**src/hdl/decode_defines.svh**
```systemverilog
`ifndef DECODE_DEFINES_SVH
`define DECODE_DEFINES_SVH

// ******************************
// Datapath widths
// ******************************

// Data and address width
`define XLEN 32

// Architectural register file
`define ARCH_REGS 32
`define AREG_W 5

// Physical register file, shared by all renamed values
`define PHYS_REGS 64
`define PREG_W 6

// ******************************
// Buffer depths
// ******************************

// Fetch packets waiting for decode
`define IQ_DEPTH 8

`endif

```
**src/hdl/decode_pkg.sv**
```systemverilog
`include "decode_defines.svh"

package decode_pkg;

    // Primary opcode field, instr[31:26]
    typedef enum logic [5:0] {
        OP_RTYPE = 6'h00,
        OP_ADDIU = 6'h09,
        OP_ANDI  = 6'h0c,
        OP_ORI   = 6'h0d,
        OP_LUI   = 6'h0f
    } opcode_e;

    // Operation handed on to execute
    typedef enum logic [3:0] {
        ALU_ADDU    = 4'd0,
        ALU_SUBU    = 4'd1,
        ALU_AND     = 4'd2,
        ALU_OR      = 4'd3,
        ALU_SLT     = 4'd4,
        ALU_SLL     = 4'd5,
        ALU_LUI     = 4'd6,
        ALU_ILLEGAL = 4'd7
    } alu_op_e;

    typedef struct packed {
        logic [`XLEN-1:0] pc;
        logic [`XLEN-1:0] instr;
    } fetch_pkt_t;

    // ******************************
    // Stage payloads
    // ******************************

    typedef struct packed {
        alu_op_e            alu_op;
        logic [`AREG_W-1:0] src_a;
        logic [`AREG_W-1:0] src_b;
        logic [`AREG_W-1:0] dest;
        logic               dest_we;
        logic               use_imm;
        logic [`XLEN-1:0]   imm;
        logic [4:0]         shamt;
        logic [`XLEN-1:0]   pc;
        logic [`XLEN-1:0]   instr;
    } dec_op_t;

    // Same op with every register index translated to physical
    typedef struct packed {
        alu_op_e            alu_op;
        logic [`PREG_W-1:0] src_a_preg;
        logic [`PREG_W-1:0] src_b_preg;
        logic [`PREG_W-1:0] dest_preg;
        logic [`PREG_W-1:0] old_preg;
        logic               dest_we;
        logic               use_imm;
        logic [`XLEN-1:0]   imm;
        logic [4:0]         shamt;
        logic [`XLEN-1:0]   pc;
        logic [`XLEN-1:0]   instr;
    } renamed_op_t;

    typedef struct packed {
        renamed_op_t      op;
        logic [`XLEN-1:0] opa;
        logic [`XLEN-1:0] opb;
        logic             opa_ready;
        logic             opb_ready;
    } dispatch_op_t;

    // Result broadcast from execute
    typedef struct packed {
        logic               valid;
        logic [`PREG_W-1:0] preg;
        logic [`XLEN-1:0]   value;
    } wb_t;

    // Physical register handle, used for release and allocation
    typedef struct packed {
        logic               valid;
        logic [`PREG_W-1:0] preg;
    } release_t;

endpackage

```
**src/hdl/instr_queue.sv**
```systemverilog
`timescale 1ns/10ps
`include "decode_defines.svh"

module instr_queue import decode_pkg::*; (
    input  logic       CLK,
    input  logic       RESET,
    input  logic       flush,
    input  fetch_pkt_t in_pkt,
    input  logic       in_valid,
    output logic       in_ready,
    output fetch_pkt_t head,
    output logic       head_valid,
    input  logic       pop
);

    localparam int PTR_W = $clog2(`IQ_DEPTH);
    localparam int CNT_W = $clog2(`IQ_DEPTH + 1);

    fetch_pkt_t       buffer [`IQ_DEPTH];
    logic [PTR_W-1:0] wr_ptr;
    logic [PTR_W-1:0] rd_ptr;
    logic [CNT_W-1:0] count;
    logic             push;
    logic             take;

    assign in_ready   = (count != CNT_W'(`IQ_DEPTH));
    assign head_valid = (count != '0);
    assign head       = buffer[rd_ptr];

    // Pop is ignored while empty
    assign push = in_valid && in_ready;
    assign take = pop && head_valid;

    // Depth is a power of two, pointers wrap on their own
    always_ff @(posedge CLK or negedge RESET) begin
        if (!RESET) begin
            wr_ptr <= '0;
            rd_ptr <= '0;
            count  <= '0;
        end else if (flush) begin
            wr_ptr <= '0;
            rd_ptr <= '0;
            count  <= '0;
        end else begin
            if (push)
                wr_ptr <= wr_ptr + 1'b1;
            if (take)
                rd_ptr <= rd_ptr + 1'b1;
            count <= count + CNT_W'(push) - CNT_W'(take);
        end
    end

    always_ff @(posedge CLK) begin
        if (push)
            buffer[wr_ptr] <= in_pkt;
    end

endmodule

```
**config.mk**
```make
export PLATFORM = sky130hd
export DESIGN_NAME = instr_queue
export DESIGN_NICKNAME = d
export VERILOG_FILES = /design/src/hdl/decode_pkg.sv /design/src/hdl/instr_queue.sv
export VERILOG_INCLUDE_DIRS = /design/src /design/src/hdl
export SDC_FILE = /design/constraint.sdc
export NUM_CORES = 1
export LEC_CHECK = 0
export BUFFER_PORTS_ARGS = -buffer_cell sky130_fd_sc_hd__buf_2
export CORE_MARGIN = 4
export CORE_UTILIZATION = 55
export CTS_BUF_LIST = sky130_fd_sc_hd__clkbuf_4 sky130_fd_sc_hd__clkbuf_8
export CTS_CLUSTER_DIAMETER = 30
export DETAILED_ROUTE_END_ITERATION = 6
export PLACE_DENSITY = 0.79
export REMOVE_ABC_BUFFERS = 1
export SYNTH_ARGS = -nofsm -noshare
export SYNTH_HDL_FRONTEND = slang
export SYNTH_SLANG_ARGS = --single-unit
```
**constraint.sdc**
```tcl
create_clock -name CLK -period 7.96 [get_ports CLK]
set_clock_uncertainty 0.1 [all_clocks]
set_input_delay 0.796 -clock CLK [delete_from_list [all_inputs] [get_ports CLK]]
set_output_delay 0.796 -clock CLK [all_outputs]
set_load 0.05 [all_outputs]
```
Word level (Yosys, flattened, before mapping). Memory sizes are Yosys's and may differ from the RTL's. Index checks and enable logic that the tools add are counted.

Memory bits (read-only): 0. Flip-flop bits (word level): 10. Memories: 1. RAM bits: 512. Word-level logic and storage cells: 21. Latch bits: 0. Output and inout port bits: 66. Input bits: 69.

Div/mod/pow operators: 0. Muxes and demuxes: 7. $mul: 0. Bitwise logic cells: 0. $lt $le $gt $ge: 0. Shift operators: 0. Add/subtract/negate cells: 4. Eq/ne operators: 1. Reduce and logical (&&, ||, !) cells: 5.

Memories: buffer (depth 8, bits a word 64, rd ports 1, clocked after memory_dff 0, write ports 1, line instr_queue.sv:19) `` fetch_pkt_t buffer [`IQ_DEPTH]; ``.

Operators with widths (number): 3-bit 2-to-1 mux (4); 3-bit by 1-bit adder with 3-bit output, second input constant (2); 4-bit by 1-bit adder with 4-bit output (1); 4-bit 2-to-1 mux (1); 4-bit inequality test, second input constant (1); 2-bit nonzero test (2); 4-bit nonzero test (1); 4-bit by 1-bit subtractor with 4-bit output (1); 1-bit logical AND (2); 1-bit 2-to-1 mux (2).

Logic depth before layout (Yosys ltp).
Depth after elaboration: 5. Depth in mapped cells: 11. Depth with buffers taken out: 11.

Worst setup path before layout. No wires, ideal clock.

Kind: register to register. From: register count[2]. To: memory buffer[1][0] (netlist name) (enable). Period minus slack after synthesis: 6.317 ns. Arrival time: 5.652 ns. Path buffers: 0. Data required time: 7.295 ns. Setup time: 0.565 ns. Stages on the path, launching flop included: 7. Setup slack: 1.643 ns. Cells stage by stage: dfrtp_1 > inv_1 > ha_1 > nor3b_1 > inv_1 > nand3_1 > nor3_1.

Longest elaborated chain between the ends: 4.

Ends and longest elaborated chain: start: declaration (line instr_queue.sv:22) `logic [CNT_W-1:0] count;`; start signal: assignment (line instr_queue.sv:49) `count <= count + CNT_W'(push) - CNT_W'(take);`; 4-bit inequality test (line instr_queue.sv:26) `` assign in_ready = (count != CNT_W'(`IQ_DEPTH)); ``; net in_ready (line instr_queue.sv:10) `output logic in_ready,`; 1-bit logical AND (line instr_queue.sv:31) `assign push = in_valid && in_ready;`; 1-bit 2-to-1 mux (line instr_queue.sv:54) `if (push)`; 1-bit 2-to-1 mux (implied by the code) (line instr_queue.sv:55) `buffer[wr_ptr] <= in_pkt;`; end: declaration (line instr_queue.sv:19).

The timed path passes the listed nets, and every way through them passes these cells.

==> key figures <==
Power and ir drop
  – Combinational group share of total power: 0.198
  – Peak supply drop: 0.241 mV
  – Part of the power in registers: 0.419
  – Clock Power Share: 0.383
  – Internal: 5.66 mW
  – Leakage power: 7.63 nW
  – Total power: 7.83 mW
  – Net Sw Power: 2.17 mW
  – PD cells: 334 nW/um2
  – Sw Ratio: 0.277

Floorplan
  – IO Count: 135
  – Starting Density: 0.558
  – Die Area: 39200 um2
  – Die Wd: 198 um
  – Core area: 35600 um2
  – Rows: 69
  – Die Ht: 198 um

Critical path
  – Critical path endpoint category: output port
  – Worst reg2reg path depth: 6
  – Startpoint Class: flip-flop
  – RR Startpoint: count[2]
  – CP Data Required Time: 7060 ps
  – CP arrival: 3640 ps
  – Critical path class: reg -> out
  – Crit Path Max Fanout: 48
  – CP Launch Point: rd_ptr[0]

Routing
  – Post-route met1 wirelength: 15400 um
  – Met2 WL: 18900 um
  – Vias per cell: 5.76
  – WL/cell: 23.8 um
  – Met3 WL: 2630 um
  – Vias: 9067
  – Initial DRC count: 622
  – DRT antenna net count: 0
  – DRC: 0
  – Top sig layer: met5
  – WL final: 37500 um
  – DR pass1 iterations: 7

Clocking
  – Clock Sink Count: 522
  – Number of buffers added for setup after CTS: 0
  – Maximum level of the CTS H-tree: 3
  – CTS clk-pin slew, worst paths: 60 ps
  – Hold_buf cts: 1
  – CTS tree: yes
  – Post-CTS Resized: 0
  – Clock buffer count from CTS: 101
  – Maximum clock path buffer count: 3
  – Root buffer cell: clkbuf_8
  – Clock latency on the worst-skew pair: 630 ps

Timing
  – Tcrit/Tclk final: 0.570
  – RSZ-0062 raised after global routing: no
  – Min Hold Slack: 329 ps
  – FMAX: 220 MHz
  – Setup_tns: 0 ps
  – Slew @ Worst Pin: 1130 ps
  – Fin. max-slew vios: 0
  – Shortest period the worst path allows: 4540 ps
  – Slew margin rel.: 0.246
  – Final Setup Violations: 0
  – Final Hold Viols: 0

Synthesis
  – Post-synthesis xor/xnor area fraction: 0.000441
  – Post-synthesis adder-cell area fraction: 0.00605
  – Avg Cell Area, Syn: 24.4 um2
  – #FFs+latches synth: 522
  – YS warnings: 0
  – Simple-gate share of the synthesized area: 0.00769
  – Syn Inst Count: 815
  – Mux cell area share after synthesis: 0.182
  – Combinational family with the most area after synthesis: multiplexers
  – Compound-Gate Fraction of Synth Area: 0.00397
  – Cell area after synthesis: 19900 um2
  – Sequential fraction of the synthesis area: 0.787
  – Distinct cells, synth: 24

GRT
  – First-pass GRT wire length: 57500 um
  – Initial antenna violation count: 5
  – GR Overflow Total: 0
  – Total Routing Usage GR: 0.196
  – Vias in the first global route: 9913
  – Largest net degree at the start of global routing: 68

Placed design
  – Port bufs: 134
  – Final RePlAce weighted congestion: 0.711
  – Placed cells: 1387
  – DPL Wire Length: 19000 um

Job
  – Maxcap violations: 0

Worst hold path
  – Min-delay src: in_pkt[28]
  – Worst Hold Class: in -> reg
  – Hold depth: 1

Cells and area
  – P&R area growth vs syn: 17.9%
  – Commonest non-fill, non-tap cells in the layout: edfxtp_1, buf_2, mux4_2
  – Layout Nets: 1108
  – Fin util: 0.658
  – Filler Cell Count: 2226
  – Finished Layout Cells: 1575
  – Share of cells above drive strength 1: 0.468
  – Most common cell after layout, fill and taps aside: edfxtp_1

Run status
  – Status: complete, no violations
cell type report:
class,instances,area [um2],share of cell area
sequential,522,15600,0.668
multi-input combinational,247,4020,0.172
clock buffer,120,1560,0.0665
clock inverter,63,791,0.0338
timing repair buffer,149,786,0.0336
tap,461,577,0.0246
inverter,9,33.8,0.00144
antenna,4,10.0,0.000428
critical path, cell delays in order (launching register included):
cell	delay [ps]
dfrtp_4	1010
buf_4	830
mux4_2	610
mux2_2	280
buf_2	210
logic make-up after synthesis:
logic type	count (synthesis)
fa+ha+maj	9
mux	192
flops	522
buf+inv	46
xor+xnor	1
simple gates	30
compound gates	15
synth_stat cells:
| cell | count | area [um2] |
|---|---|---|
| xnor2_1 | 1 | 8.76 |
| nand3_1 | 3 | 15.0 |
| buf_6 | 11 | 124 |
| nor3b_1 | 2 | 15.0 |
| nand3b_1 | 1 | 7.51 |
| buf_2 | 5 | 25.0 |
| fa_1 | 1 | 20.0 |
| or3_1 | 4 | 25.0 |
| mux4_2 | 128 | 2880 |
| nand2_1 | 4 | 15.0 |
| o21ai_0 | 6 | 30.0 |
| inv_1 | 9 | 33.8 |
| a21oi_1 | 8 | 40.0 |
| ha_1 | 8 | 100 |
| nor2b_1 | 2 | 12.5 |
| a31o_2 | 1 | 8.76 |
| nor3_1 | 2 | 10.0 |
| nor2_1 | 9 | 33.8 |
| buf_1 | 5 | 18.8 |
| dfrtp_1 | 10 | 250 |
| nand2b_1 | 3 | 18.8 |
| clkbuf_1 | 16 | 60.1 |
| edfxtp_1 | 512 | 15400 |
| mux2_2 | 64 | 721 |
power by group through the flow:
| stage | Clock [mW] | Combinational (mW) | Sequential [mW] |
|---|---|---|---|
| global route | 3.21 | 1.65 | 3.30 |
| finish | 3.00 | 1.55 | 3.28 |
| global placement | 0 | 1.56 | 3.33 |
| CTS | 3.06 | 1.58 | 3.28 |
| detailed placement | 0 | 1.57 | 3.34 |
| floorplan | 0 | 1.25 | 3.39 |
sequential cells by signal (all words and copies together) (netlist names):
signal  cells
count       4
buffer    512
wr_ptr      3
rd_ptr      3
stage by stage:
stage          setup WS, ps  cell area, um2
5_1_grt                3000           23400
4_1_cts                3210           23400
6_report               3420           23400
3_3_place_gp           3950           21000
3_5_place_dp           3940           21000
2_1_floorplan          1040           19600
layer usage:
layer  up-vias  track usage
li1       3933            -
met3        50       0.0565
met4         8       0.0584
met5         -            0
met1      4793        0.269
met2       283        0.312
worst paths after layout:
check                                 to  slack, ps
setup / recovery                head[39]       3420
hold / removal             buffer[1][28]        330
setup reg to reg            buffer[6][3]       4770
hold reg to reg                wr_ptr[0]        500
max in group asynchronous      rd_ptr[1]       7050
min in group asynchronous      rd_ptr[0]        460
No activity file was read; power rests on OpenSTA's default activity.
