**src/hdl/decode_defines.svh**
```systemverilog
`ifndef DECODE_DEFINES_SVH
`define DECODE_DEFINES_SVH

// ******************************
// Datapath widths
// ******************************

// Data and address width
`define XLEN 32

// Architectural register file
`define ARCH_REGS 32
`define AREG_W 5

// Physical register file, shared by all renamed values
`define PHYS_REGS 64
`define PREG_W 6

// ******************************
// Buffer depths
// ******************************

// Fetch packets waiting for decode
`define IQ_DEPTH 8

`endif

```
**src/hdl/decode_pkg.sv**
```systemverilog
`include "decode_defines.svh"

package decode_pkg;

    // Primary opcode field, instr[31:26]
    typedef enum logic [5:0] {
        OP_RTYPE = 6'h00,
        OP_ADDIU = 6'h09,
        OP_ANDI  = 6'h0c,
        OP_ORI   = 6'h0d,
        OP_LUI   = 6'h0f
    } opcode_e;

    // Operation handed on to execute
    typedef enum logic [3:0] {
        ALU_ADDU    = 4'd0,
        ALU_SUBU    = 4'd1,
        ALU_AND     = 4'd2,
        ALU_OR      = 4'd3,
        ALU_SLT     = 4'd4,
        ALU_SLL     = 4'd5,
        ALU_LUI     = 4'd6,
        ALU_ILLEGAL = 4'd7
    } alu_op_e;

    typedef struct packed {
        logic [`XLEN-1:0] pc;
        logic [`XLEN-1:0] instr;
    } fetch_pkt_t;

    // ******************************
    // Stage payloads
    // ******************************

    typedef struct packed {
        alu_op_e            alu_op;
        logic [`AREG_W-1:0] src_a;
        logic [`AREG_W-1:0] src_b;
        logic [`AREG_W-1:0] dest;
        logic               dest_we;
        logic               use_imm;
        logic [`XLEN-1:0]   imm;
        logic [4:0]         shamt;
        logic [`XLEN-1:0]   pc;
        logic [`XLEN-1:0]   instr;
    } dec_op_t;

    // Same op with every register index translated to physical
    typedef struct packed {
        alu_op_e            alu_op;
        logic [`PREG_W-1:0] src_a_preg;
        logic [`PREG_W-1:0] src_b_preg;
        logic [`PREG_W-1:0] dest_preg;
        logic [`PREG_W-1:0] old_preg;
        logic               dest_we;
        logic               use_imm;
        logic [`XLEN-1:0]   imm;
        logic [4:0]         shamt;
        logic [`XLEN-1:0]   pc;
        logic [`XLEN-1:0]   instr;
    } renamed_op_t;

    typedef struct packed {
        renamed_op_t      op;
        logic [`XLEN-1:0] opa;
        logic [`XLEN-1:0] opb;
        logic             opa_ready;
        logic             opb_ready;
    } dispatch_op_t;

    // Result broadcast from execute
    typedef struct packed {
        logic               valid;
        logic [`PREG_W-1:0] preg;
        logic [`XLEN-1:0]   value;
    } wb_t;

    // Physical register handle, used for release and allocation
    typedef struct packed {
        logic               valid;
        logic [`PREG_W-1:0] preg;
    } release_t;

endpackage

```
**src/hdl/phys_regfile.sv**
```systemverilog
`timescale 1ns/10ps
`include "decode_defines.svh"

module phys_regfile import decode_pkg::*; (
    input  logic               CLK,
    input  logic               RESET,
    input  wb_t                wb,
    input  logic               alloc_valid,
    input  logic [`PREG_W-1:0] alloc_preg,
    input  logic [`PREG_W-1:0] rd_a,
    input  logic [`PREG_W-1:0] rd_b,
    output logic [`XLEN-1:0]   val_a,
    output logic [`XLEN-1:0]   val_b,
    output logic               rdy_a,
    output logic               rdy_b
);

    logic [`XLEN-1:0]     values [`PHYS_REGS];
    logic [`PHYS_REGS-1:0] ready;
    logic                  wb_write;

    assign wb_write = wb.valid && (wb.preg != '0);

    // Ready bit above value, same-cycle write-back bypassed
    function automatic logic [`XLEN:0] read_port(input logic [`PREG_W-1:0] addr);
        logic [`XLEN:0] result;
        if (addr == '0)
            result = {1'b1, `XLEN'(0)};
        else if (wb_write && (wb.preg == addr))
            result = {1'b1, wb.value};
        else
            result = {ready[addr], values[addr]};
        return result;
    endfunction

    always_comb begin
        {rdy_a, val_a} = read_port(rd_a);
        {rdy_b, val_b} = read_port(rd_b);
    end

    // Architectural registers start at zero and ready
    always_ff @(posedge CLK or negedge RESET) begin
        if (!RESET) begin
            for (int i = 0; i < `PHYS_REGS; i++)
                values[i] <= '0;
            ready <= {{(`PHYS_REGS - `ARCH_REGS){1'b0}}, {`ARCH_REGS{1'b1}}};
        end else begin
            if (wb_write) begin
                values[wb.preg] <= wb.value;
                ready[wb.preg]  <= 1'b1;
            end
            if (alloc_valid)
                ready[alloc_preg] <= 1'b0;
        end
    end

endmodule

```
**config.mk**
```make
export PLATFORM = sky130hd
export DESIGN_NAME = phys_regfile
export DESIGN_NICKNAME = d
export VERILOG_FILES = /design/src/hdl/decode_pkg.sv /design/src/hdl/phys_regfile.sv
export VERILOG_INCLUDE_DIRS = /design/src /design/src/hdl
export SDC_FILE = /design/constraint.sdc
export NUM_CORES = 2
export LEC_CHECK = 0
export BUFFER_PORTS_ARGS = -buffer_cell sky130_fd_sc_hd__buf_2
export CAP_MARGIN = 20
export CELL_PAD_IN_SITES_DETAIL_PLACEMENT = 0
export CELL_PAD_IN_SITES_GLOBAL_PLACEMENT = 1
export CORE_UTILIZATION = 50
export CTS_CLUSTER_SIZE = 25
export DETAILED_ROUTE_END_ITERATION = 7
export PLACE_DENSITY_LB_ADDON = 0.25
export SKIP_CTS_REPAIR_TIMING = 1
export SYNTH_ARGS = -nofsm -noshare
export SYNTH_HDL_FRONTEND = slang
export SYNTH_SLANG_ARGS = --single-unit
```
**constraint.sdc**
```tcl
create_clock -name CLK -period 7.2 [get_ports CLK]
set_input_delay 1.44 -clock CLK [delete_from_list [all_inputs] [get_ports CLK]]
set_output_delay 1.44 -clock CLK [all_outputs]
set_load 0.02 [all_outputs]
```
Word level (Yosys, flattened, before mapping)
Index checks and enable logic that the tools add are counted.
{"block": "word_totals", "reg_bits": 2112, "out_inout_bits": 66}
{"block": "op_classes", "magnitude_cmp": 10, "eq_ne": 2, "n_mux": 23, "bitwise_logic": 6, "reduce_logical": 9}
{"operator": "2048-bit bitwise mux", "count": 1}
{"operator": "32-bit binary-select mux with 6-bit select", "count": 2}
{"operator": "32-bit demux with 6-bit select", "count": 1}
{"operator": "32-bit 2-to-1 mux", "count": 5}
{"operator": "33-bit 2-to-1 mux", "count": 4}
{"operator": "64-bit 2-to-1 mux", "count": 2}
{"operator": "64-bit bitwise AND", "count": 1}
{"operator": "64-bit inverter", "count": 1}
{"operator": "64-bit OR", "count": 1}
{"operator": "6-bit by 7-bit less-than comparator with 1-bit output (second input constant)", "count": 4}
{"operator": "7-bit >= comparator (second input constant)", "count": 3}
{"operator": "6-bit inverter with 7-bit output", "count": 3}
{"operator": "1-bit binary-select mux with 6-bit select", "count": 2}
{"operator": "1-bit demux with 6-bit select", "count": 2}
{"operator": "6-bit == test", "count": 2}
{"operator": "6-bit by 1-bit >= comparator with 1-bit output (second input constant)", "count": 2}
{"operator": "6-bit logical NOT", "count": 2}
{"operator": "7-bit by 1-bit less-than comparator with 1-bit output (second input constant)", "count": 1}
{"operator": "1-bit logical AND", "count": 6}
{"operator": "6-bit nonzero test", "count": 1}
{"operator": "1-bit 2-to-1 mux", "count": 4}

Logic depth before layout (Yosys ltp)
{"block": "logic_depth", "ltp_word": 8, "ltp_mapped": 9, "depth_no_buf": 5}

Worst setup path before layout
No wires, ideal clock.
{"block": "synth_timing", "path_kind": "in2out", "start": "in rd_a[1]", "end": "out rdy_a", "t_arrival_ps": 3160, "required_time_ps": 5760, "slack_ps": 2600, "path_stages": 9, "n_path_buf": 4, "path_cell_list": "buf_4 -> buf_4 -> buf_2 -> buf_2 -> mux4_2 -> mux2i_1 -> o22ai_1 -> o22ai_1 -> o2111ai_1"}
{"block": "synth_via", "elab_chain_cells": 4, "elab_cells_between_ends": 7, "classes_between": "1 x eq/ne; 4 x mux; 2 x reduce/logical"}
{"item": "start: declaration", "line_no": "phys_regfile.sv:10", "rtl": "input logic [`PREG_W-1:0] rd_a,"}
{"item": "1-bit binary-select mux with 6-bit select / 6-bit == test (equally long branches)", "line_no": "phys_regfile.sv:32, phys_regfile.sv:29"}
{"item": "1-bit 2-to-1 mux (implied by the code) / 1-bit logical AND (equally long branches)", "line_no": "phys_regfile.sv:32, phys_regfile.sv:29"}
{"item": "33-bit 2-to-1 mux", "line_no": "phys_regfile.sv:29", "rtl": "else if (wb_write && (wb.preg == addr))"}
{"item": "33-bit 2-to-1 mux *", "line_no": "phys_regfile.sv:27", "rtl": "if (addr == '0)"}
{"item": "end: declaration", "line_no": "phys_regfile.sv:14", "rtl": "output logic rdy_a,"}
Every way passes the cells marked *; elsewhere a longest branch is shown, timed or not. The select of a mux whose other input is x is not followed.

Final worst setup path
{"block": "layout_timing", "start": "in rd_b[0]", "end": "out val_b[15]"}
{"block": "layout_via", "elab_chain_cells": 6, "elab_cells_between_ends": 9, "classes_between": "1 x eq/ne; 5 x mux; 1 x bitwise; 2 x reduce/logical"}
{"item": "start: declaration", "line_no": "phys_regfile.sv:11", "rtl": "input logic [`PREG_W-1:0] rd_b,"}
{"item": "6-bit inverter with 7-bit output (implied by the code)", "line_no": "phys_regfile.sv:32", "rtl": "result = {ready[addr], values[addr]};"}
{"item": "32-bit binary-select mux with 6-bit select", "line_no": "phys_regfile.sv:32"}
{"item": "32-bit 2-to-1 mux (implied by the code) (2 in a row)", "line_no": "phys_regfile.sv:32"}
{"item": "33-bit 2-to-1 mux", "line_no": "phys_regfile.sv:29"}
{"item": "33-bit 2-to-1 mux *", "line_no": "phys_regfile.sv:27"}
{"item": "end: declaration", "line_no": "phys_regfile.sv:13", "rtl": "output logic [`XLEN-1:0] val_b,"}
Marks and branches as above.

==> results.yml <==
final_layout:
  register_area_um2: 52900
  multi_input_area_um2: 58200
  drive_gt1_frac: 0.431
  n_fill_cell: 18800
  area_growth_pct: 9.69
  nNetsFinal: 8342
  final_util: 0.551
setup_path:
  worstSetupStartpointType: "primary input"
  reg2reg_depth: 2
  arrival_ns: 5.10
  crit_type: "in2out"
  required_ns: 5.76
  cp-end-kind: "output pin"
  crit_path_max_fanout: 55
  r2r_slack_ns: 6.37
  reg2reg_from: "ready[1]"
  rr_endpoint: "ready[1]"
drt:
  ant_nets: 0
  drtPass1Iterations: 6
  vias_per_cell: 6.86
  dr.first_iter.drc_count: 8877
  vias: 78900
  route.detailed.drc: 0
  wl_per_cell_um: 34.8
  drt-total-wl_um: 400000
sta:
  tns_ns: 0
  relSlewSlack: 0.214
  setup_viol: 0
  rsz0062_at_grt: "false"
  skew_ns: 0
  tightest_slew_ns: 1.18
  fmax_mhz: 153
  hold_viol: 0
  worst_slack_ns: 0.662
  slew_viol_final: 0
  period_minus_slack_ns: 6.54
  finalCritPeriodShare: 0.908
yosys:
  yosysSeqAreaShare: 0.458
  synth_nets: 8580
  synth_mux_area_frac: 0.411
  async_flop_share: 1.00
  synth_top_family_by_area: "multiplexers"
  synth_area_leaders: "dfrtp_1 (45%), mux2_2 (20%), mux4_2 (11%)"
  yosys.area_share.simple: 0.0333
  yosysTopAreaCell: "dfrtp_1"
  synth_commonest_cells: "mux2_2 (2094), dfrtp_1 (2080), mux2i_1 (1106), mux4_2 (568), a22oi_1 (418)"
  synth.top_cell.area_share: 0.451
  synth_cells: 8520
  synth.most_common_cell: "mux2_2"
  yosysWarnings: 0
  ys_seq_elements: 2112
  ys.flop_type: "dfrtp_1"
  yosys.cell_types.count: 60
  netlist_area_um2: 115000
  synth_compound_area_frac: 0.0545
  synth_fa_ha_area_frac: 0
  synth.avg_cell_area_um2: 13.5
  synth_edf_count: 0
  synthXorXnorAreaFrac: 0.000911
worst_hold_path:
  min_path_type: "reg2reg"
  holdCritStartpoint: "values[2037]"
  hold_end: "values[2037]"
  hold_depth: 0
die:
  rows: 176
  die-area_um2: 233000
  die_w_um: 482
  initial_core_util: 0.503
  fp.coreArea_um2: 230000
  die_height_um: 482
  boundaryPins: 126
status:
  outcome: "finished clean"
place:
  gp_congestion: 0.891
  port_buffers: 125
  dp_hpwl_um: 249000
  dp_slack_ns: 0.650
global_routing:
  antenna_found_initial: 32
  grtUsageTotal: 0.343
  gr-total-overflow: 0
  first_global_vias: 80400
  grt_pass1_wl_um: 579000
  grt_max_degree: 160
clock_tree:
  cts-htree-levels: 4
  clkSinkCount: 2112
  clk_latency_ns: 0.89
  cts-buffers-inserted: 224
  clk_pin_slew_ns: 0.06
  tritoncts: "done"
  clk_path_buf_depth: 3
  clockRootBuffer: "clkbuf_16"
power:
  seqPwrFrac: 0.454
  combPwrFrac: 0.177
  netSwitchingFraction: 0.277
  clockPowerShare: 0.369
  p_switching_w: 0.00895
  p_int_w: 0.0233
  leakagePower_nw: 57.5
  vdd_drop_max_mv: 0.218
  p_per_area_nw_per_um2: 255
job:
  max_cap_violations: 0
==> area by class of cell <==
cell class / count / area share
multi-input combinational: 5454 / 0.460
sequential: 2112 / 0.418
clock buffer: 360 / 0.0545
timing repair buffer: 475 / 0.0322
tap: 3026 / 0.0299
clock inverter: 48 / 0.00485
inverter: 15 / 0.000445
antenna: 16 / 0.000316
==> cell usage in the layout, fill, tap and decap left out, types with 11 or more instances in the layout <==
master / n
a21oi_1: 58
a22oi_1: 418
a31o_2: 30
a31oi_1: 70
a32o_1: 11
a32oi_1: 56
a41o_1: 22
and4_1: 56
buf_12: 59
buf_2: 119
buf_4: 289
bufinv_16: 11
clkbuf_1: 63
clkbuf_16: 229
clkbuf_8: 68
clkinv_2: 25
dfrtp_1: 2080
dfstp_2: 32
diode_2: 16
inv_1: 13
mux2_2: 2094
mux2i_1: 1106
mux4_2: 568
nand2_1: 300
nand2_2: 15
nand3_1: 198
nand4_1: 11
nor2_1: 75
nor2_4: 50
nor2b_1: 17
nor2b_4: 15
o21ai_0: 122
o22a_1: 35
==> sequential cells by signal, indices dropped and copies added, names as in the netlist <==
name / cells
values: 2048
ready: 64
==> worst max-delay path by stage <==
| stage | from | end | cells past startpoint |
|---|---|---|---|
| after floorplan | rd_a[1] | rdy_a | 9 |
| after global placement | rd_a[0] | val_a[0] | 8 |
| after detailed placement | rd_a[0] | val_a[0] | 8 |
| after CTS | rd_a[0] | val_a[0] | 8 |
| after global routing | rd_a[0] | val_a[0] | 8 |
| final | rd_b[0] | val_b[15] | 10 |
==> stage by stage <==
| step | instance area (um2) | instances | power, W | hold slack, ns |
|---|---|---|---|---|
| 2_1_floorplan | 115000 | 8520 | 0.0185 | 0.425 |
| 3_3_place_gp | 119000 | 11100 | 0.0202 | 0.381 |
| 3_5_place_dp | 119000 | 11100 | 0.0205 | 0.388 |
| 4_1_cts | 127000 | 11500 | 0.0323 | 0.401 |
| 5_1_grt | 127000 | 11500 | 0.0334 | 0.412 |
| 6_report | 127000 | 11500 | 0.0323 | 0.400 |
==> power by group through the flow <==
| stage | logic [W] | clock network (W) | registers (W) |
|---|---|---|---|
| final | 0.00570 | 0.0119 | 0.0147 |
| after global routing | 0.00604 | 0.0125 | 0.0148 |
| after CTS | 0.00568 | 0.0120 | 0.0146 |
| after detailed placement | 0.00566 | 0 | 0.0148 |
| after global placement | 0.00554 | 0 | 0.0147 |
| after floorplan | 0.00408 | 0 | 0.0144 |
==> worst max-delay path: stages <==
cell and delay (ns):
buf_8 0.53, nor2b_4 0.49, buf_12 0.36, buf_4 0.37, a22oi_1 0.11, a41o_1 0.26, o21ai_0 0.80, buf_4 0.23
a31oi_1 0.13, buf_2 0.20
==> routing by layer <==
metal	global-route usage	vias up	part of all wire
met2	0.517	3830	0.45
met5	0	-	0.00024
met4	0.180	18	0.056
met1	0.467	42400	0.41
met3	0.0740	910	0.082
li1	-	31800	-
==> kinds of logic (layout without fill, tap and decap cells) <==
| group | Yosys count | after routing |
|---|---|---|
| simple gates | 800 | 800 |
| buf+inv | 954 | 898 |
| xor+xnor | 12 | 12 |
| flops | 2112 | 2112 |
| other cells | 0 | 16 |
| mux | 3768 | 3768 |
| compound gates | 874 | 874 |
No activity file was read; power rests on OpenSTA's default activity.
