`config.mk`:
```
export PLATFORM = sky130hd
export DESIGN_NAME = instr_decoder
export DESIGN_NICKNAME = d
export VERILOG_FILES = /design/src/hdl/decode_pkg.sv /design/src/hdl/instr_decoder.sv
export VERILOG_INCLUDE_DIRS = /design/src /design/src/hdl
export SDC_FILE = /design/constraint.sdc
export NUM_CORES = 1
export LEC_CHECK = 0
export ABC_AREA = 1
export BUFFER_PORTS_ARGS = -buffer_cell sky130_fd_sc_hd__buf_2
export CORE_AREA = 3 3 72 74
export DETAILED_ROUTE_END_ITERATION = 12
export DIE_AREA = 0 0 75 77
export PLACE_DENSITY = 0.77
export REMOVE_ABC_BUFFERS = 1
export SYNTH_ARGS = -nofsm -noshare
export SYNTH_HDL_FRONTEND = slang
export SYNTH_SLANG_ARGS = --single-unit
export TNS_END_PERCENT = 50
```
`constraint.sdc`:
```
create_clock -name vclk -period 1.3
set_clock_uncertainty 0.2 [all_clocks]
set_input_delay 0.13 -clock vclk [all_inputs]
set_output_delay 0.13 -clock vclk [all_outputs]
set_load 0.03 [all_outputs]
```
`src/hdl/decode_defines.svh`:
```
`ifndef DECODE_DEFINES_SVH
`define DECODE_DEFINES_SVH

// ******************************
// Datapath widths
// ******************************

// Data and address width
`define XLEN 32

// Architectural register file
`define ARCH_REGS 32
`define AREG_W 5

// Physical register file, shared by all renamed values
`define PHYS_REGS 64
`define PREG_W 6

// ******************************
// Buffer depths
// ******************************

// Fetch packets waiting for decode
`define IQ_DEPTH 8

`endif

```
`src/hdl/decode_pkg.sv`:
```
`include "decode_defines.svh"

package decode_pkg;

    // Primary opcode field, instr[31:26]
    typedef enum logic [5:0] {
        OP_RTYPE = 6'h00,
        OP_ADDIU = 6'h09,
        OP_ANDI  = 6'h0c,
        OP_ORI   = 6'h0d,
        OP_LUI   = 6'h0f
    } opcode_e;

    // Operation handed on to execute
    typedef enum logic [3:0] {
        ALU_ADDU    = 4'd0,
        ALU_SUBU    = 4'd1,
        ALU_AND     = 4'd2,
        ALU_OR      = 4'd3,
        ALU_SLT     = 4'd4,
        ALU_SLL     = 4'd5,
        ALU_LUI     = 4'd6,
        ALU_ILLEGAL = 4'd7
    } alu_op_e;

    typedef struct packed {
        logic [`XLEN-1:0] pc;
        logic [`XLEN-1:0] instr;
    } fetch_pkt_t;

    // ******************************
    // Stage payloads
    // ******************************

    typedef struct packed {
        alu_op_e            alu_op;
        logic [`AREG_W-1:0] src_a;
        logic [`AREG_W-1:0] src_b;
        logic [`AREG_W-1:0] dest;
        logic               dest_we;
        logic               use_imm;
        logic [`XLEN-1:0]   imm;
        logic [4:0]         shamt;
        logic [`XLEN-1:0]   pc;
        logic [`XLEN-1:0]   instr;
    } dec_op_t;

    // Same op with every register index translated to physical
    typedef struct packed {
        alu_op_e            alu_op;
        logic [`PREG_W-1:0] src_a_preg;
        logic [`PREG_W-1:0] src_b_preg;
        logic [`PREG_W-1:0] dest_preg;
        logic [`PREG_W-1:0] old_preg;
        logic               dest_we;
        logic               use_imm;
        logic [`XLEN-1:0]   imm;
        logic [4:0]         shamt;
        logic [`XLEN-1:0]   pc;
        logic [`XLEN-1:0]   instr;
    } renamed_op_t;

    typedef struct packed {
        renamed_op_t      op;
        logic [`XLEN-1:0] opa;
        logic [`XLEN-1:0] opb;
        logic             opa_ready;
        logic             opb_ready;
    } dispatch_op_t;

    // Result broadcast from execute
    typedef struct packed {
        logic               valid;
        logic [`PREG_W-1:0] preg;
        logic [`XLEN-1:0]   value;
    } wb_t;

    // Physical register handle, used for release and allocation
    typedef struct packed {
        logic               valid;
        logic [`PREG_W-1:0] preg;
    } release_t;

endpackage

```
`src/hdl/instr_decoder.sv`:
```
`timescale 1ns/10ps
`include "decode_defines.svh"

module instr_decoder import decode_pkg::*; (
    input  fetch_pkt_t pkt,
    output dec_op_t    op
);

    opcode_e            opcode;
    logic [`AREG_W-1:0] rs;
    logic [`AREG_W-1:0] rt;
    logic [`AREG_W-1:0] rd;
    logic [15:0]        imm16;
    logic [5:0]         funct;

    // Instruction fields
    assign opcode = opcode_e'(pkt.instr[31:26]);
    assign rs     = pkt.instr[25:21];
    assign rt     = pkt.instr[20:16];
    assign rd     = pkt.instr[15:11];
    assign imm16  = pkt.instr[15:0];
    assign funct  = pkt.instr[5:0];

    always_comb begin
        // Default is an illegal op with no sources and no dest
        op        = '0;
        op.alu_op = ALU_ILLEGAL;
        op.pc     = pkt.pc;
        op.instr  = pkt.instr;

        case (opcode)
            OP_RTYPE: begin
                case (funct)
                    6'h21:   op.alu_op = ALU_ADDU;
                    6'h23:   op.alu_op = ALU_SUBU;
                    6'h24:   op.alu_op = ALU_AND;
                    6'h25:   op.alu_op = ALU_OR;
                    6'h2a:   op.alu_op = ALU_SLT;
                    6'h00:   op.alu_op = ALU_SLL;
                    default: op.alu_op = ALU_ILLEGAL;
                endcase
                if (op.alu_op != ALU_ILLEGAL) begin
                    op.src_a   = rs;
                    op.src_b   = rt;
                    op.dest    = rd;
                    op.dest_we = 1'b1;
                    op.shamt   = pkt.instr[10:6];
                end
            end
            OP_ADDIU: begin
                op.alu_op  = ALU_ADDU;
                op.src_a   = rs;
                op.dest    = rt;
                op.dest_we = 1'b1;
                op.use_imm = 1'b1;
                op.imm     = {{16{imm16[15]}}, imm16};
            end
            OP_ANDI, OP_ORI: begin
                op.alu_op  = (opcode == OP_ANDI) ? ALU_AND : ALU_OR;
                op.src_a   = rs;
                op.dest    = rt;
                op.dest_we = 1'b1;
                op.use_imm = 1'b1;
                op.imm     = {16'h0000, imm16};
            end
            OP_LUI: begin
                // No register source
                op.alu_op  = ALU_LUI;
                op.dest    = rt;
                op.dest_we = 1'b1;
                op.use_imm = 1'b1;
                op.imm     = {imm16, 16'h0000};
            end
            default: op.alu_op = ALU_ILLEGAL;
        endcase
    end

endmodule

```
# After elaboration in Yosys (flattened, before gate mapping)
# Cells that the tools add are included.
[totals]
memories = 0
rom_bits = 0
input_bits = 64
ff_bits = 0
latchBits = 0
mem_bits_rw = 0
[op_classes]
magnitude_cmp = 0
eq_ne = 10
div_mod_pow = 0
muxes = 11
multipliers = 0
reduce_logical = 5
addsub = 0
bitwise_logic = 0
shifts = 0
[op_table]
columns = ["operator", "n"]
rows = [
  ["case mux 33 bit (3 select lines)", 1],
  ["equality test 6 bit (second input constant)", 5],
  ["equality test 6 x 4 -> 1 bit (second input constant)", 4],
  ["case mux 3 bit (6 select lines)", 1],
  ["two-way mux 16 bit", 1],
  ["case mux 4 bit (4 select lines)", 1],
  ["two-way mux 5 bit", 3],
  ["zero test 6 bit", 2],
  ["case mux 6 bit (2 select lines)", 1],
  ["case mux 5 bit (2 select lines)", 1],
  ["two-way mux 4 bit", 1],
  ["inequality test 4 x 3 -> 1 bit (second input constant)", 1],
  ["OR reduction 4 bit", 1],
  ["OR reduction 3 bit", 1],
  ["OR reduction 2 bit", 1],
  ["two-way mux 1 bit", 1],
]

# Depth between registers and ports, before layout
# Gate-level depths: netlist (run 1).
[logic_depth]
ltp_word = 6
ltp_mapped = 9

# Least setup slack after synthesis (run 1)
# No wires, ideal clock.
[synth_timing]
path_kind = "input port to output port"
from = "in pkt[27] in the netlist's numbering"
to = "out op[100] in the netlist's numbering"
required_time_ps = 970
path_slack_ps = -203
stages = 4
arrival_time_ps = 1173
path_cell_list = "inv_2 -> nor3_2 -> nand2_2 -> o21ai_0"
[synth_lines]
columns = ["item", "line_no", "rtl"]
rows = [
  ["start: declaration", "instr_decoder.sv:5", "input fetch_pkt_t pkt,"],
  ["end: declaration", "instr_decoder.sv:6", "output dec_op_t op"],
]

==> results of run 1 <==
[layout by cell type (no fill, tap or decap), drive strengths merged]
master,instances
a21boi,1
inv,27
conb,1
nand3,15
o21ai,16
nor4,1
nor3,1
clkinv,1
buf,160
nand4,3
clkbuf,1
nor2,41
o21bai,1
nand2,42
[metrics by stage]
step	setup TNS, ps	hold WS, ps
global route	-14400	60.2
finish	-11260	60.2
detailed placement	-13950	60.2
CTS	-11750	60.2
global placement	-12930	60.2
floorplan	-7070	60.0
[area by class of cell]
type / count / area (sq um) / share of cell area [%]
inverter: 28 / 118 / 4.67
timing repair buffer: 161 / 1360 / 54.0
multi-input combinational: 122 / 972 / 38.6
tap: 54 / 67.6 / 2.68
[worst max path at each step]
stage,to
detailed placement,op[110]
finish,op[118]
floorplan,op[68]
global route,op[118]
global placement,op[110]
CTS,op[118]
[power by group through the flow]
stage / Combinational, mW / Clock, mW / Sequential, mW
floorplan: 0.160 / 0 / 0
global placement: 0.493 / 0 / 0
detailed placement: 0.499 / 0 / 0
CTS: 0.579 / 0 / 0
global route: 0.655 / 0 / 0
finish: 0.621 / 0 / 0
[kinds of logic after synthesis]
family          share of synthesized area (%)
simple gates                             46.0
buf+inv                                  47.0
compound gates                           6.77
other cells                             0.267
[routing by layer]
metal	share of wire (%)	up-vias	wire (microns)
met1	28	791	2030
met2	53	122	3910
li1	-	794	-
met4	0.60	2	44
met3	18	6	1280
met5	0.87	-	64
[timing repair]
| item | CTS | global route |
|---|---|---|
| hold endpoints to repair | 0 | 0 |
| endpoints found under the setup margin | 57 | 57 |
| cloned | 3 | 0 |
| resized for setup | 147 | 43 |
| pin swaps | 11 | 14 |
| setup buffers | 7 | 3 |
==> flow_metrics.env, run 1 <==
export IMPL_status="complete, but fails checks"
export IMPL_violations="negative setup slack"
export IMPL_initial_core_util_pct=30.1
export IMPL_holdCritPathClass="in2out"
export IMPL_fp_coreArea_sq_mm=0.00466
export IMPL_use_met2_pct=43.1
export IMPL_boundaryPins=186
export IMPL_power_total_mw=0.621
export IMPL_drt_pass1_iterations=4
export IMPL_grt_pass1_wl_mm=10.1
export IMPL_p_seq_share_pct=0
export IMPL_cp_common_cell="nand2_2"
export IMPL_antennaDiodeCount=0
export IMPL_hold_viol=0
export IMPL_layout_drive_gt1_share_pct=80.7
export IMPL_fp_dieH_microns=77
export IMPL_final_cells=365
export IMPL_hp_start="pkt[49]"
export IMPL_worstPathMaxFanout=5
export IMPL_start_kind="input port"
export IMPL_final_area_sq_mm=0.00252
export IMPL_crit_cells=12
export IMPL_leakage_nw=1.28
export IMPL_track_usage_pct=23.4
export IMPL_dp_slack_ps=-358
export IMPL_synth_cells=220
export IMPL_worst_path_max_delay_cell="nor2_1"
export IMPL_gr_usage_met1_pct=20.8
export IMPL_postCtsHoldBufs=0
export IMPL_met3_usage_pct=16.8
export IMPL_rsz0062_at_grt="yes"
export IMPL_synth_seq_area_share_pct=0
export IMPL_grt_pass1_vias=1662
export IMPL_place_gp_congestion=0.856
export IMPL_yosys_area_top_type="buf_4"
export IMPL_worstSetupEndpointType="output port"
export IMPL_grt_busiest_layer="met2"
export IMPL_switchingPower_mw=0.391
export IMPL_dp_cells=353
export IMPL_fin_nets=377
export IMPL_critPathLaunch="pkt[3]"
export IMPL_dpl_cell_area_sq_mm=0.00179
export IMPL_core_rowCount=25
export IMPL_wl_mm=7.33
export IMPL_path_cells="buf_4 -> inv_2 -> nor2_1 -> nand3_2 -> nand2_2 -> inv_2 -> nand2_8 -> buf_6 -> nand2_2 -> nand2_2 -> nand2_2 -> buf_6"
export IMPL_path_class="in2out"
export IMPL_max_cap_violations=0
export IMPL_viasPerCell=4.70
export IMPL_fmax_mhz=635
export IMPL_cp_arrival_ps=1250
export IMPL_synth_top_area_share_pct=34.8
export IMPL_slowest_delay_ps=140
export IMPL_dieArea_sq_mm=0.00578
export IMPL_drc=0
export IMPL_ys_warn_count=0
export IMPL_period_needed_ps=1580
export IMPL_synth_most_common_cell="buf_4"
export IMPL_n_clock_buffer=0
export IMPL_ys_types=24
export IMPL_layout_setup_ws_ps=-275
export IMPL_grt_start_max_net_pins=15
export IMPL_cp_buffers_inverters=5
export IMPL_finalCritPeriodShare_pct=121
export IMPL_ir_drop_mv=0.101
export IMPL_swShare_pct=63.0
export IMPL_port_buffer_count=121
export IMPL_area_growth_syn_to_layout_pct=79.3
export IMPL_seq_area_sq_um=0
export IMPL_fin_util_pct=54.0
export IMPL_intPower_mw=0.229
export IMPL_first_iter_violations=50
export IMPL_worstPathRequired_ps=970
export IMPL_dp_hpwl_mm=5.70
export IMPL_n_fill_cell=424
export IMPL_path_delay_family="simple AND/OR/NAND/NOR gates"
export IMPL_gr_total_overflow=0
export IMPL_syn_cell_area_sq_mm=0.00140
export IMPL_setup_viol=57
export IMPL_synth_area_leaders="buf_4 35%, nor2_4 11%, nand2_1 9.1%"
export IMPL_seq_cell_count=0
export IMPL_syn_avg_cell_area_sq_um=6.38
export IMPL_synth_commonest_cells="65 x buf_4, 34 x nand2_1, 22 x inv_1"
export IMPL_clkPwrFrac_pct=0
export IMPL_num_vias=1715
export IMPL_p_per_area_mw_per_mm2=247
export IMPL_routedWlPerCell_microns=20.1
export IMPL_hold_end="op[49]"
export IMPL_slew_viol_final=0
export IMPL_min_path_cells=0
export IMPL_power_share_combinational_pct=100.0
export IMPL_ant_nets=0
export IMPL_antenna_found_initial=0
export IMPL_die_x_microns=75
Power figures use the tool's default switching activity.
==> run 2, diff against run 1 <==
MAX_ROUTING_LAYER = met4   (was default)
==> run 2 against run 1 <==
  * The run still ends with negative setup slack left
  * Worst hold slack is essentially flat
  * Critical path depth shrank 1
  * First-iteration DRC count grew 22%
  * Cell area is the same
  * Worst setup slack lost 1.6 ps
  * Clock-buffer cell count is the same
  * Sequential share of layout area is the same
  * Total power shrank 0.15%
  * Via count shrank 0.29%
  * Non-clock buffer count is the same
  * Die area is the same
  * Largest cell class unchanged
==> flow_metrics.env, run 2 (synthesis results as in run 1) <==
export IMPL_status="complete, but fails checks"
export IMPL_violations="negative setup slack"
export IMPL_holdWs_ps=60.2
export IMPL_leakage_nw=1.28
export IMPL_viasPerCell=4.68
export IMPL_fmax_mhz=634
export IMPL_routedWlPerCell_microns=20.0
export IMPL_intPower_mw=0.229
export IMPL_drc=0
export IMPL_final_cell_mix="55 x buf_2, 49 x buf_6, 47 x buf_4"
export IMPL_layout_drive_gt1_share_pct=80.7
export IMPL_area_growth_syn_to_layout_pct=79.3
export IMPL_worst_path_max_delay_cell="nor2_1"
export IMPL_max_cap_violations=0
export IMPL_p_per_area_mw_per_mm2=246
export IMPL_n_clock_buffer=0
export IMPL_dp_cells=353
export IMPL_layout_setup_ws_ps=-277
export IMPL_period_needed_ps=1580
export IMPL_path_cells="buf_2 -> nor2_1 -> nand3_2 -> nand2_2 -> inv_2 -> nand2_8 -> buf_6 -> nand2_2 -> nand2_2 -> nand2_2 -> buf_6"
export IMPL_gr_total_overflow=0
export IMPL_place_gp_congestion=0.869
export IMPL_p_seq_share_pct=0
export IMPL_worstPathMaxFanout=5
export IMPL_boundaryPins=186
export IMPL_switchingPower_mw=0.390
export IMPL_initial_core_util_pct=30.1
export IMPL_finalCritPeriodShare_pct=121
export IMPL_ir_drop_mv=0.102
export IMPL_grt_start_max_net_pins=15
export IMPL_path_class="in2out"
export IMPL_die_x_microns=75
export IMPL_holdCritPathClass="in2out"
export IMPL_fin_nets=377
export IMPL_worstPathRequired_ps=970
export IMPL_grt_pass1_wl_mm=10.1
export IMPL_setup_viol=57
export IMPL_rsz0062_at_grt="yes"
export IMPL_cp_common_cell="nand2_2"
export IMPL_finalSetupTns_ps=-11260
export IMPL_power_total_mw=0.620
export IMPL_clkPwrFrac_pct=0
export IMPL_slowest_delay_ps=170
export IMPL_track_usage_pct=24.0
export IMPL_postCtsHoldBufs=0
export IMPL_dp_hpwl_mm=5.70
export IMPL_final_cells=365
export IMPL_seq_area_sq_um=0
export IMPL_hold_viol=0
export IMPL_swShare_pct=63.0
export IMPL_grt_pass1_vias=1661
export IMPL_wl_mm=7.30
export IMPL_dieArea_sq_mm=0.00578
export IMPL_drt_pass1_iterations=4
export IMPL_worstSetupEndpointType="output port"
export IMPL_antenna_found_initial=0
export IMPL_first_iter_violations=61
export IMPL_fp_dieH_microns=77
export IMPL_start_kind="input port"
export IMPL_power_share_combinational_pct=100.0
export IMPL_antennaDiodeCount=0
export IMPL_slew_viol_final=0
export IMPL_port_buffer_count=121
export IMPL_num_vias=1710
export IMPL_cp_arrival_ps=1250
export IMPL_core_rowCount=25
export IMPL_ant_nets=0
export IMPL_seq_cell_count=0
export IMPL_final_common_cell="buf_2"
export IMPL_fp_coreArea_sq_mm=0.00466
run 2: cell counts in the layout (fill, tap and decap cells not counted):
Identical to the previous run, type by type.
run 2: layout make-up:
class,instances,area (sq um)
Multi-Input combinational cell,122,972
Timing Repair Buffer,161,1360
Tap cell,54,67.6
Fill cell,424,2140
Inverter,28,118
run 2: metrics by stage:
stage	util (%)	setup slack (ps)	area, sq um
6_report	54.0	-277	2520
3_5_place_dp	38.5	-358	1790
2_1_floorplan	-	-360	852
5_1_grt	54.0	-324	2520
3_3_place_gp	38.5	-338	1790
4_1_cts	50.8	-289	2370
run 2: power by group through the flow:
stage | clock network [mW] | registers (mW) | logic [mW]
final | 0 | 0 | 0.620
after global routing | 0 | 0 | 0.655
after CTS | 0 | 0 | 0.579
after detailed placement | 0 | 0 | 0.499
after global placement | 0 | 0 | 0.493
after floorplan | 0 | 0 | 0.160
run 2: routing by layer:
metal / GRT usage [%] / wire (microns)
met1: 21.6 / 2100
met2: 43.0 / 3890
met3: 16.3 / 1260
met4: 0.890 / 52
met5: - / 0
run 2: worst paths after layout:
check                from  endpoint  slack, ps  depth (start not counted)
hold / removal    pkt[49]    op[49]         60                          0
setup / recovery   pkt[0]   op[118]       -280                         11
run 2: worst max-delay path: cells and delay by family:
| family | cells | cell delay, ps |
|---|---|---|
| buffers and inverters | 4 | 450 |
| and+or+nand+nor | 7 | 680 |
run 2: repair_timing:
item | in CTS | in global routing
pin swaps | 11 | 14
endpoints found under the setup margin | 57 | 57
buffers inserted | 7 | 3
cloned | 3 | 0
resized for setup | 147 | 43
